<file path="config.mk">
export PLATFORM = sky130hd
export DESIGN_NAME = prf_write_arb
export DESIGN_NICKNAME = d
export VERILOG_FILES = /design/src/rename_pkg.sv /design/src/prf_write_arb.sv
export SDC_FILE = /design/constraint.sdc
export NUM_CORES = 1
export LEC_CHECK = 0
export BUFFER_PORTS_ARGS = -buffer_cell sky130_fd_sc_hd__clkbuf_2
export CAP_MARGIN = 10
export CELL_PAD_IN_SITES_DETAIL_PLACEMENT = 1
export CELL_PAD_IN_SITES_GLOBAL_PLACEMENT = 1
export CORE_AREA = 5 5 123 125
export CTS_BUF_LIST = sky130_fd_sc_hd__clkbuf_2
export CTS_CLUSTER_SIZE = 10
export DETAILED_ROUTE_END_ITERATION = 16
export DIE_AREA = 0 0 128 130
export PLACE_DENSITY = 0.85
export REMOVE_ABC_BUFFERS = 1
export SLEW_MARGIN = 20
export SYNTH_ARGS = -nofsm -noshare
export SYNTH_HDL_FRONTEND = slang
export SYNTH_SLANG_ARGS = --single-unit
</file>
<file path="constraint.sdc">
create_clock -name clk -period 2.5 [get_ports clk]
set_input_delay 0.125 -clock clk [delete_from_list [all_inputs] [get_ports clk]]
set_output_delay 0.125 -clock clk [all_outputs]
set_load 0.01 [all_outputs]
</file>
<file path="src/rename_pkg.sv">
package rename_pkg;

  localparam int num_arch_regs = 32;
  localparam int num_phys_regs = 64;
  localparam int arch_w = 5;
  localparam int phys_w = 6;
  localparam int data_w = 64;
  localparam int imm_w = 16;

  typedef logic [arch_w-1:0] arch_reg_t;
  typedef logic [phys_w-1:0] phys_reg_t;

  // reg-reg form, padded out to the reg-imm width
  typedef struct packed {
    arch_reg_t dst;
    arch_reg_t src1;
    arch_reg_t src2;
    logic [10:0] pad;
  } uop_rr_t;

  typedef struct packed {
    arch_reg_t dst;
    arch_reg_t src;
    logic [imm_w-1:0] imm;
  } uop_ri_t;

  // same payload word, decoded by valb_sel
  typedef union packed {
    uop_rr_t rr;
    uop_ri_t ri;
  } uop_data_u;

  typedef struct packed {
    logic [31:0] pc;
    logic valb_sel;  // 1 = reg-reg
    uop_data_u data;
  } uop_t;

  typedef struct packed {
    logic [31:0] pc;
    uop_t uop;
    phys_reg_t src1_phys;
    phys_reg_t src2_phys;
    phys_reg_t dest_phys;
    phys_reg_t prev_dest_phys;  // freed when this entry commits
  } rob_entry_t;

  typedef struct packed {
    logic en;
    phys_reg_t index;
    logic [data_w-1:0] data;
  } prf_wr_t;

  typedef struct packed {
    logic [1:0] valid;
    phys_reg_t [1:0] tag;
  } commit_t;

endpackage

</file>
<file path="src/prf_write_arb.sv">
module prf_write_arb import rename_pkg::*; (
  input logic clk,
  input logic rst,
  input prf_wr_t wb_req,
  input prf_wr_t [1:0] imm_req,
  output logic [1:0] imm_gnt,
  output prf_wr_t wr
);

  // writeback never waits, then lane 0, then lane 1
  always_comb begin
    imm_gnt[0] = imm_req[0].en && !wb_req.en;
    imm_gnt[1] = imm_req[1].en && !wb_req.en && !imm_req[0].en;
  end

  always_ff @(posedge clk) begin
    if (!rst) begin
      wr <= '0;
    end else begin
      if (wb_req.en) begin
        wr <= wb_req;
      end else if (imm_gnt[0]) begin
        wr <= imm_req[0];
      end else if (imm_gnt[1]) begin
        wr <= imm_req[1];
      end else begin
        wr.en <= 1'b0;  // idle, payload don't care
      end
    end
  end

  // single write port, so writeback and lane grants exclude each other
  one_grant: assert property (@(posedge clk) disable iff (!rst)
    $onehot0({wb_req.en, imm_gnt}));

endmodule

</file>
==> flow_metrics.tcl, run 1 <==
set metrics [dict create \
    status "complete, no violations" \
    yosysUniqueCellTypes 19 \
    post-cts-setup-buffer-count 0 \
    largest-register "wr" \
    avgRoutedWirePerCell_um 18.3 \
    place_area_um2 5410 \
    worstPathRequired_ns 2.97 \
    swShare 0.334 \
    synthAdderAreaFrac 0 \
    cts_tree "done" \
    seq_area_um2 1420 \
    std_cell_rows 43 \
    multi_input_area_um2 1960 \
    yosysSeqAreaShare 0.360 \
    rsz0062_at_grt "no" \
    reg_top3 "wr (71)" \
    p_leak_nw 3.66 \
    syn_to_final_growth_pct 74.4 \
    root_buffer "clkbuf_2" \
    ios 288 \
    clkPwrFrac 0.190 \
    drtPass1Iterations 4 \
    design_area_um2 6880 \
    setup_viol 0 \
    p_switching_mw 0.914 \
    antenna_found_initial 1 \
    cap_violations 0 \
    period_needed_ns 1.74 \
    yosys.area_share.simple 0.141 \
    clk_pin_slew_worst_paths_ns 0.19 \
    cts_resized 0 \
    fp.dieW_um 128 \
    p_int_mw 1.82 \
    gp_congestion 0.790 \
    clk_path_buf_depth 2 \
    synth_top_family_by_area "compound AO/OA/AOI/OAI gates" \
    drive_gt1_frac 0.327 \
    clock-sinks 71 \
    grt_max_degree 143 \
    critical_path.endpoint_type "register" \
    cp_max_fo 48 \
    combinationalPowerShare 0.345 \
    via_per_inst 5.06 \
    finalCritPeriodShare 0.697 \
    syn_inst 550 \
    synth-compound-area-share 0.357 \
    grt_usage 0.241 \
    antenna_left 0 \
    hpwl_mm 11.9 \
    finalSetupTns_ns 0 \
    netlist_area_um2 3950 \
    fp.dieH_um 130 \
    io_buffers 287 \
    floorplan.initialDensity 0.287 \
    slew_headroom 0.524 \
    drc 0 \
    critPathKind "in2reg" \
    fin_nets 1156 \
    first_iter_violations 212 \
    fmax_ghz 0.574 \
    h-tree-depth 3 \
    synth-xor-area-share 0 \
    clock_latency_ns 0.52 \
    die_area_um2 16600 \
    grt-ovfl-total 0 \
    power_mw 2.73 \
    grt_pass1_vias 6257 \
    fill_cells 1770 \
    hp-class "in2reg" \
    worst_pin_slew_ns 0.714 \
    largest_register_ffs 71 \
    worstPathArrival_ns 2.21 \
    syn_avg_cell_area_um2 7.18 \
    ys_warn_count 0 \
    coreArea_um2 13800 \
    hold_viol_final 0 \
    irDropWorstVdd_v 0.000163 \
    vias 5698 \
    cts_buffers 9 \
    grt_pass1_wl_mm 32.1 \
    muxShareOfSynthArea 0 \
    startpoint_type "primary input" \
    pwr_density_cell_nw_per_um2 397 \
    power.share.sequential 0.465 \
    ys_ff_latch 71 \
    clock_skew_ns 0 \
    routed_wirelength_mm 20.6 \
    maxSlewViolCount 0 \
]
==> final cells by class <==
| class | count | area share |
|---|---|---|
| Clock inverter | 4 | 0.00236 |
| Clock buffer | 9 | 0.00655 |
| Tap cell | 180 | 0.0327 |
| Inverter | 70 | 0.0382 |
| Timing Repair Buffer | 435 | 0.427 |
| Multi-Input combinational cell | 354 | 0.286 |
| Antenna cell | 2 | 0.000727 |
| Sequential cell | 71 | 0.207 |
==> cells by family after synthesis <==
kind of cell | count (synthesis)
AOI/OAI and AO/OA | 210
buffers and inverters | 125
DFF | 71
and+or+nand+nor | 144
==> power groups by stage <==
stage | registers, mW | clock network, mW | logic (mW)
after floorplan | 1.33 | 0 | 0.229
after global placement | 1.29 | 0 | 0.682
after detailed placement | 1.29 | 0 | 0.695
after CTS | 1.27 | 0.541 | 0.900
after global routing | 1.28 | 0.591 | 1.02
final | 1.27 | 0.519 | 0.944
==> path summary, 6_finish.rpt <==
| check | start | end | slack [ns] | depth (start not counted) |
|---|---|---|---|---|
| worst max-delay path | imm_req[70] | wr[27] | 0.76 | 6 |
| worst min-delay path | wb_req[70] | wr[70] | 0.39 | 4 |
| worst max register to register | wr[59] | wr[59] | 1.20 | 3 |
| worst min register to register | wr[43] | wr[43] | 1.08 | 3 |
==> stage by stage <==
stage               utilization  setup WS [ns]  cells  hold WS, ns
floorplan                     -          0.755    495        0.236
global placement          0.393          0.920    970        0.364
detailed placement        0.393          0.897    970        0.367
CTS                       0.499          0.990   1123        0.302
global route              0.499          0.766   1124        0.372
finish                    0.500          0.757   1125        0.395
==> repair_timing <==
action                                  CTS  global route
hold buffers                            140             0
endpoints found under the setup margin    0             0
endpoints found under the hold margin    70             0
==> synth_stat cells, drive strengths merged <==
| cell | n | area share |
|---|---|---|
| clkbuf | 29 | 0.028 |
| and2 | 1 | 0.0016 |
| or3 | 1 | 0.0016 |
| a21oi | 70 | 0.089 |
| a211o | 1 | 0.0022 |
| nand2 | 70 | 0.067 |
| o21ai | 70 | 0.091 |
| a221o | 69 | 0.18 |
| nor2b | 1 | 0.0016 |
| dfxtp | 71 | 0.36 |
| inv | 70 | 0.067 |
| buf | 26 | 0.048 |
| nor3b | 2 | 0.0038 |
| nor2 | 69 | 0.066 |
==> placed cells by master (no fill, tap or decap), drive strengths merged <==
| cell type | netlist | final |
|---|---|---|
| a211o | 1 | 1 |
| a21oi | 70 | 70 |
| a221o | 69 | 69 |
| and2 | 1 | 1 |
| buf | 26 | 10 |
| clkbuf | 29 | 294 |
| clkinv | 0 | 4 |
| dfxtp | 71 | 71 |
| diode | 0 | 2 |
| dlygate4sd3 | 0 | 140 |
| inv | 70 | 70 |
| nand2 | 70 | 70 |
| nor2 | 69 | 69 |
| nor2b | 1 | 1 |
| nor3b | 2 | 2 |
| o21ai | 70 | 70 |
| or3 | 1 | 1 |
==> worst max-delay path: stages <==
cell and delay [ns]:
buf_4 0.42, buf_4 0.42, nor2_1 0.11, a221o_1 0.36, a21oi_1 0.16, dlygate4sd3_1 0.57
==> layer usage <==
metal	up-vias	GRT usage	part of all wire
met4	0	0.116	0.037
met3	53	0.0614	0.076
met2	260	0.437	0.51
li1	2667	-	-
met1	2718	0.263	0.38
met5	-	0	0
Note: power is estimated with default switching activity, not from simulation.
==> inputs of run 2 (changes only) <==
--- a/config.mk
+++ b/config.mk
@@ -5,16 +5,17 @@
 export SDC_FILE = /design/constraint.sdc
 export NUM_CORES = 1
 export LEC_CHECK = 0
+export ABC_AREA = 1
 export BUFFER_PORTS_ARGS = -buffer_cell sky130_fd_sc_hd__clkbuf_2
 export CAP_MARGIN = 10
 export CELL_PAD_IN_SITES_DETAIL_PLACEMENT = 1
 export CELL_PAD_IN_SITES_GLOBAL_PLACEMENT = 1
-export CORE_AREA = 5 5 123 125
+export CORE_AREA = 5 5 133 135
 export CTS_BUF_LIST = sky130_fd_sc_hd__clkbuf_2
 export CTS_CLUSTER_SIZE = 10
 export DETAILED_ROUTE_END_ITERATION = 16
-export DIE_AREA = 0 0 128 130
-export PLACE_DENSITY = 0.85
+export DIE_AREA = 0 0 138 140
+export PLACE_DENSITY = 0.82
 export REMOVE_ABC_BUFFERS = 1
 export SLEW_MARGIN = 20
 export SYNTH_ARGS = -nofsm -noshare
==> constraint.sdc (replaced) <==
create_clock -name clk -period 1.77 [get_ports clk]
set_input_delay 0.0885 -clock clk [delete_from_list [all_inputs] [get_ports clk]]
set_output_delay 0.0885 -clock clk [all_outputs]
set_load 0.01 [all_outputs]
==> run 2 against run 1 <==
  * The flow now finishes with violations (negative setup slack)
  * Clock skew unchanged
  * Register-to-register slack worse by 0.83 ns
  * Sequential share of layout area down 3.5 points
  * Utilization up 0.69 points
  * Critical path type unchanged
==> flow_metrics.tcl, run 2 <==
set metrics [dict create \
    clk_pin_slew_worst_paths_ns 0.23 \
    avgRoutedWirePerCell_um 17.7 \
    worstPathRequired_ns 2.24 \
    reg_top3 "wr (71)" \
    whs_ns 0.242 \
    rsz0062_at_grt "yes" \
    floorplan.initialDensity 0.274 \
    finalSetupTns_ns -0.156 \
    worstPathArrival_ns 2.30 \
    critical_path.endpoint_type "register" \
    antenna_found_initial 2 \
    worst_pin_slew_ns 0.415 \
    antenna_left 0 \
    combinationalPowerShare 0.397 \
    critPathKind "in2reg" \
    instances_no_fill 1452 \
    clk_path_buf_depth 2 \
    synth_common_cells "349 x nand2_1, 144 x nor2_1, 71 x dfxtp_1" \
    coreArea_um2 16300 \
    pwr_density_cell_nw_per_um2 551 \
    setup_viol 10 \
    gp_congestion 0.856 \
    status "finished, violations left" \
    place_area_um2 6050 \
    design_area_um2 8280 \
    clock_skew_ns 0 \
    cts_tree "done" \
    cp_max_fo 17 \
    dp_cells 1229 \
    syn_inst 771 \
    grt_max_degree 72 \
    clkPwrFrac 0.210 \
    drc 0 \
    fin_ws_ns -0.0572 \
    pre_cts_ws_ns 0.476 \
    cap_violations 0 \
    std_cell_rows 47 \
    h-tree-depth 3 \
    startpoint_type "primary input" \
    first_iter_violations 314 \
    fmax_ghz 0.547 \
    ys.flop_type "dfxtp_1" \
    path_cells "clkbuf_2 -> nor2_4 -> buf_4 -> buf_12 -> nand2_1 -> nand2_1 -> nor2_1 -> dlygate4sd3_1 -> nor2_2 -> dlygate4sd3_1" \
    hp-class "in2reg" \
    grt_pass1_vias 7895 \
    grt-ovfl-total 0 \
    fp.dieW_um 138 \
    mostFrequentLayoutCell "nand2_1" \
    grt_usage 0.248 \
    cts_buffers 9 \
    async_reset_ff_frac 0 \
    drive_gt1_frac 0.269 \
    synth_edf_count 0 \
    io_buffers 287 \
    critPathMaxStageDelay_ns 0.58 \
    via_per_inst 4.89 \
    synth_area_leaders "dfxtp_1 32%, nand2_1 29%, nor2_1 12%, nand3b_1 12%, nand3_1 7.8%" \
    synth.most_common_cell "nand2_1" \
    slowest_stage "dlygate4sd3_1" \
    finalCritPeriodShare 1.03 \
    synth_top_area_frac 0.318 \
    yosysSeqAreaShare 0.318 \
    syn_to_final_growth_pct 85.0 \
    ios 288 \
    die_area_um2 19300 \
    root_buffer "clkbuf_2" \
    largest-register "wr" \
    hpwl_mm 13.6 \
    slew_headroom 0.724 \
    layout_common_cells "349 x nand2_1, 298 x clkbuf_2, 196 x dlygate4sd3_1" \
    swShare 0.339 \
    routed_wirelength_mm 25.7 \
    fp.dieH_um 140 \
    netlist_area_um2 4470 \
    violations "negative setup slack" \
    largest_register_ffs 71 \
    vias 7103 \
    clock_latency_ns 0.51 \
    yosysUniqueCellTypes 15 \
    p_leak_nw 4.64 \
    power.share.sequential 0.394 \
    clock-sinks 71 \
    ys_warn_count 0 \
    p_switching_mw 1.55 \
    maxSlewViolCount 0 \
    fill_cells 2225 \
    ys_ff_latch 71 \
    yosysTopAreaCell "dfxtp_1" \
    grt_pass1_wl_mm 39.5 \
    syn_avg_cell_area_um2 5.80 \
    p_int_mw 3.01 \
    hold_viol_final 0 \
    irDropWorstVdd_v 0.000254 \
    period_needed_ns 1.83 \
    drtPass1Iterations 7 \
    fin_nets 1439 \
]
-- run 2: cell count changes after synthesis, sizes merged, moves of 2 or more --
cell / before / now
nand3b: 0 / 70
a221o: 69 / 0
clkbuf: 29 / 9
nand3: 0 / 70
nor2: 69 / 145
inv: 70 / 3
nand2: 70 / 350
a21oi: 70 / 0
o21ai: 70 / 0
buf: 26 / 52
nor3b: 2 / 0
-- run 2: worst paths after layout --
path                                to  slack, ns        start  cells past startpoint
worst max register to register  wr[36]       0.37       wr[36]                      4
worst min-delay path            wr[66]       0.24  imm_req[70]                      6
worst min register to register  wr[63]       0.60       wr[63]                      3
worst max-delay path            wr[45]      -0.06   wb_req[70]                     10
-- run 2: what timing repair did --
action,in CTS,in global routing
setup endpoints to repair,0,47
hold endpoints to repair,70,1
setup buffers,0,4
hold buffers,196,1
gates resized for setup,0,9
-- run 2: metal layers --
metal  track usage  share of wire  up-vias
met5             0              0        -
met2         0.468           0.52      300
li1              -              -     3317
met1         0.259           0.37     3403
met4         0.129          0.046        0
met3        0.0494          0.055       83
-- run 2: critical path, delay by kind of cell --
kind	cells	cell delay, ns
buffers and inverters	5	1.67
and+or+nand+nor	5	0.51
-- run 2: through the flow --
step	util	power (mW)
final	0.506	4.56
after global routing	0.506	4.84
after CTS	0.496	4.45
after detailed placement	0.370	3.00
after global placement	0.370	2.97
after floorplan	-	2.36
-- run 2: final cells by class --
class / count / area [µm²] / area share
multi-input combinational: 636 / 2760 / 0.334
tap: 220 / 275 / 0.0332
clock inverter: 5 / 48.8 / 0.00589
antenna: 3 / 7.51 / 0.000907
clock buffer: 11 / 55.1 / 0.00665
inverter: 3 / 11.3 / 0.00136
sequential: 71 / 1420 / 0.172
timing repair buffer: 503 / 3700 / 0.447
-- run 2: cell families (layout without fill, tap and decap cells) --
kind of cell | after synthesis | count (layout) | share of synthesized area
AOI/OAI and AO/OA | 1 | 1 | 0.00168
buffers and inverters | 64 | 522 | 0.0674
DFF | 71 | 71 | 0.318
and+or+nand+nor | 635 | 635 | 0.613
other | 0 | 3 | 0
-- run 2: power groups by stage --
| stage | Combinational, mW | Sequential (mW) | Clock (mW) |
|---|---|---|---|
| finish | 1.81 | 1.80 | 0.957 |
| CTS | 1.66 | 1.79 | 0.999 |
| global placement | 1.15 | 1.82 | 0 |
| detailed placement | 1.18 | 1.83 | 0 |
| global route | 1.96 | 1.81 | 1.07 |
| floorplan | 0.481 | 1.88 | 0 |
==> inputs of run 3 (changes only) <==
--- a/config.mk
+++ b/config.mk
@@ -15,7 +15,7 @@
 export CTS_CLUSTER_SIZE = 10
 export DETAILED_ROUTE_END_ITERATION = 16
 export DIE_AREA = 0 0 138 140
-export PLACE_DENSITY = 0.82
+export PLACE_DENSITY = 0.84
 export REMOVE_ABC_BUFFERS = 1
 export SLEW_MARGIN = 20
 export SYNTH_ARGS = -nofsm -noshare
==> run 3 against run 2 <==
  * The run still ends with negative setup slack left
  * Wire length up 1.4%
  * Count of clock-buffer cells in the layout down 2
  * Combinational power about the same
  * First-iteration DRC count down 18%
  * Critical path type unchanged
  * Largest cell class unchanged
  * Highest routed layer unchanged
==> flow_metrics.tcl, run 3 (synthesis gave the netlist of run 2 again) <==
set metrics [dict create \
    status "finished, violations left" \
    violations "negative setup slack" \
    worstPathRequired_ns 2.23 \
    clk_path_buf_depth 2 \
    reg_top3 "wr (71)" \
    cp_max_fo 34 \
    place_area_um2 6040 \
    mostFrequentLayoutCell "nand2_1" \
    antenna_found_initial 1 \
    slew_headroom 0.686 \
    largest-register "wr" \
    die_area_um2 19300 \
    fp.dieH_um 140 \
    worst_pin_slew_ns 0.471 \
    avgRoutedWirePerCell_um 17.8 \
    finish.utilization 0.514 \
    syn_to_final_growth_pct 88.0 \
    setup_viol 9 \
    irDropWorstVdd_v 0.000343 \
    largest_register_ffs 71 \
    maxSlewViolCount 0 \
    cap_violations 0 \
    h-tree-depth 3 \
    grt_pass1_vias 7813 \
    critPathMaxStageDelay_ns 0.58 \
    startpoint_type "primary input" \
    drc 0 \
    std_cell_rows 47 \
    finalSetupTns_ns -0.235 \
    reg2reg_depth 4 \
    grt_usage 0.253 \
    grt-ovfl-total 0 \
    dr_wl_met2_mm 13.9 \
    wl_met1_mm 9.67 \
    gp_congestion 0.823 \
    clk_pin_slew_worst_paths_ns 0.21 \
    hold_depth 5 \
    vias 7072 \
    clock-sinks 71 \
    slowest_stage "dlygate4sd3_1" \
    drtPass1Iterations 5 \
    finalCritPeriodShare 1.05 \
    first_iter_violations 259 \
    pre_cts_ws_ns 0.547 \
    grt_pass1_wl_mm 40.1 \
    antenna_left 0 \
    grt_max_degree 80 \
    pwr_density_cell_nw_per_um2 598 \
    root_buffer "clkbuf_2" \
    fill_cells 2220 \
    hold_viol_final 0 \
    routed.top_layer "met4" \
    via_per_inst 4.84 \
    design_area_um2 8410 \
    fin_nets 1449 \
    seq_area_um2 1420 \
    period_needed_ns 1.86 \
    hp-class "in2reg" \
    layout_common_cells "349 x nand2_1, 296 x clkbuf_2, 212 x dlygate4sd3_1" \
    floorplan.initialDensity 0.274 \
    multi_input_area_um2 2750 \
    wl_met3_mm 1.55 \
    critPathKind "in2reg" \
    fmax_ghz 0.539 \
    critical_path.endpoint_type "register" \
    rsz0062_at_grt "yes" \
    hpwl_mm 13.8 \
    instances_no_fill 1460 \
    dp_cells 1228 \
    fin_ws_ns -0.0860 \
    power_mw 5.03 \
    clock_skew_ns 0 \
    io_buffers 287 \
    cts_buffers 9 \
    drive_gt1_frac 0.257 \
    ios 288 \
    p_leak_nw 4.70 \
    path_cells "clkbuf_2 -> inv_2 -> nand2_2 -> buf_4 -> nand2_1 -> nor2_1 -> dlygate4sd3_1 -> nor2_1 -> dlygate4sd3_1" \
    worstPathArrival_ns 2.31 \
    clock_latency_ns 0.53 \
    routed_wirelength_mm 26.0 \
    whs_ns 0.110 \
    coreArea_um2 16300 \
    cts_tree "done" \
    fp.dieW_um 138 \
]
==> run 3: changes by cell type in the layout (fill, tap and decap cells not counted), sizes merged <==
cell,before,now
clkbuf,303,298
dlygate4sd3,196,212
diode,3,1
bufinv,1,4
clkinvlp,0,1
clkinv,4,2
buf,15,12
==> run 3: worst max-delay path: cells and delay by family <==
kind | cells | cell delay, ns
buf+inv | 5 | 1.71
simple gates | 4 | 0.47
==> run 3: worst paths after layout <==
path | from | endpoint | slack, ns
max | imm_req[141] | wr[2] | -0.09
min | imm_req[141] | wr[54] | 0.11
max reg2reg | wr[36] | wr[36] | 0.40
min reg2reg | wr[25] | wr[25] | 0.61
==> run 3: report_power, final <==
| group | switching (mW) | internal (mW) |
|---|---|---|
| Combinational | 0.859 | 0.972 |
| Clock | 0.660 | 0.740 |
| Sequential | 0.0664 | 1.73 |
| Total | 1.59 | 3.45 |
==> run 3: routing by layer <==
metal	vias up	track usage
met5	-	0
met4	0	0.0957
met3	65	0.0590
met2	279	0.482
met1	3397	0.269
li1	3331	-
==> run 3: final cells by class <==
type                       instances  area share
antenna                            1    0.000298
clock buffer                       9     0.00536
clock inverter                     7      0.0161
inverter                           3     0.00134
multi-input combinational        636       0.327
sequential                        71       0.169
tap                              220      0.0327
timing repair buffer             513       0.448
==> run 3: repair_timing <==
action                                  in CTS  in global routing
endpoints found under the setup margin       0                 12
hold buffers                               212                  0
endpoints found under the hold margin       70                  0
setup buffers                                0                  1
gates resized for setup                      0                  2
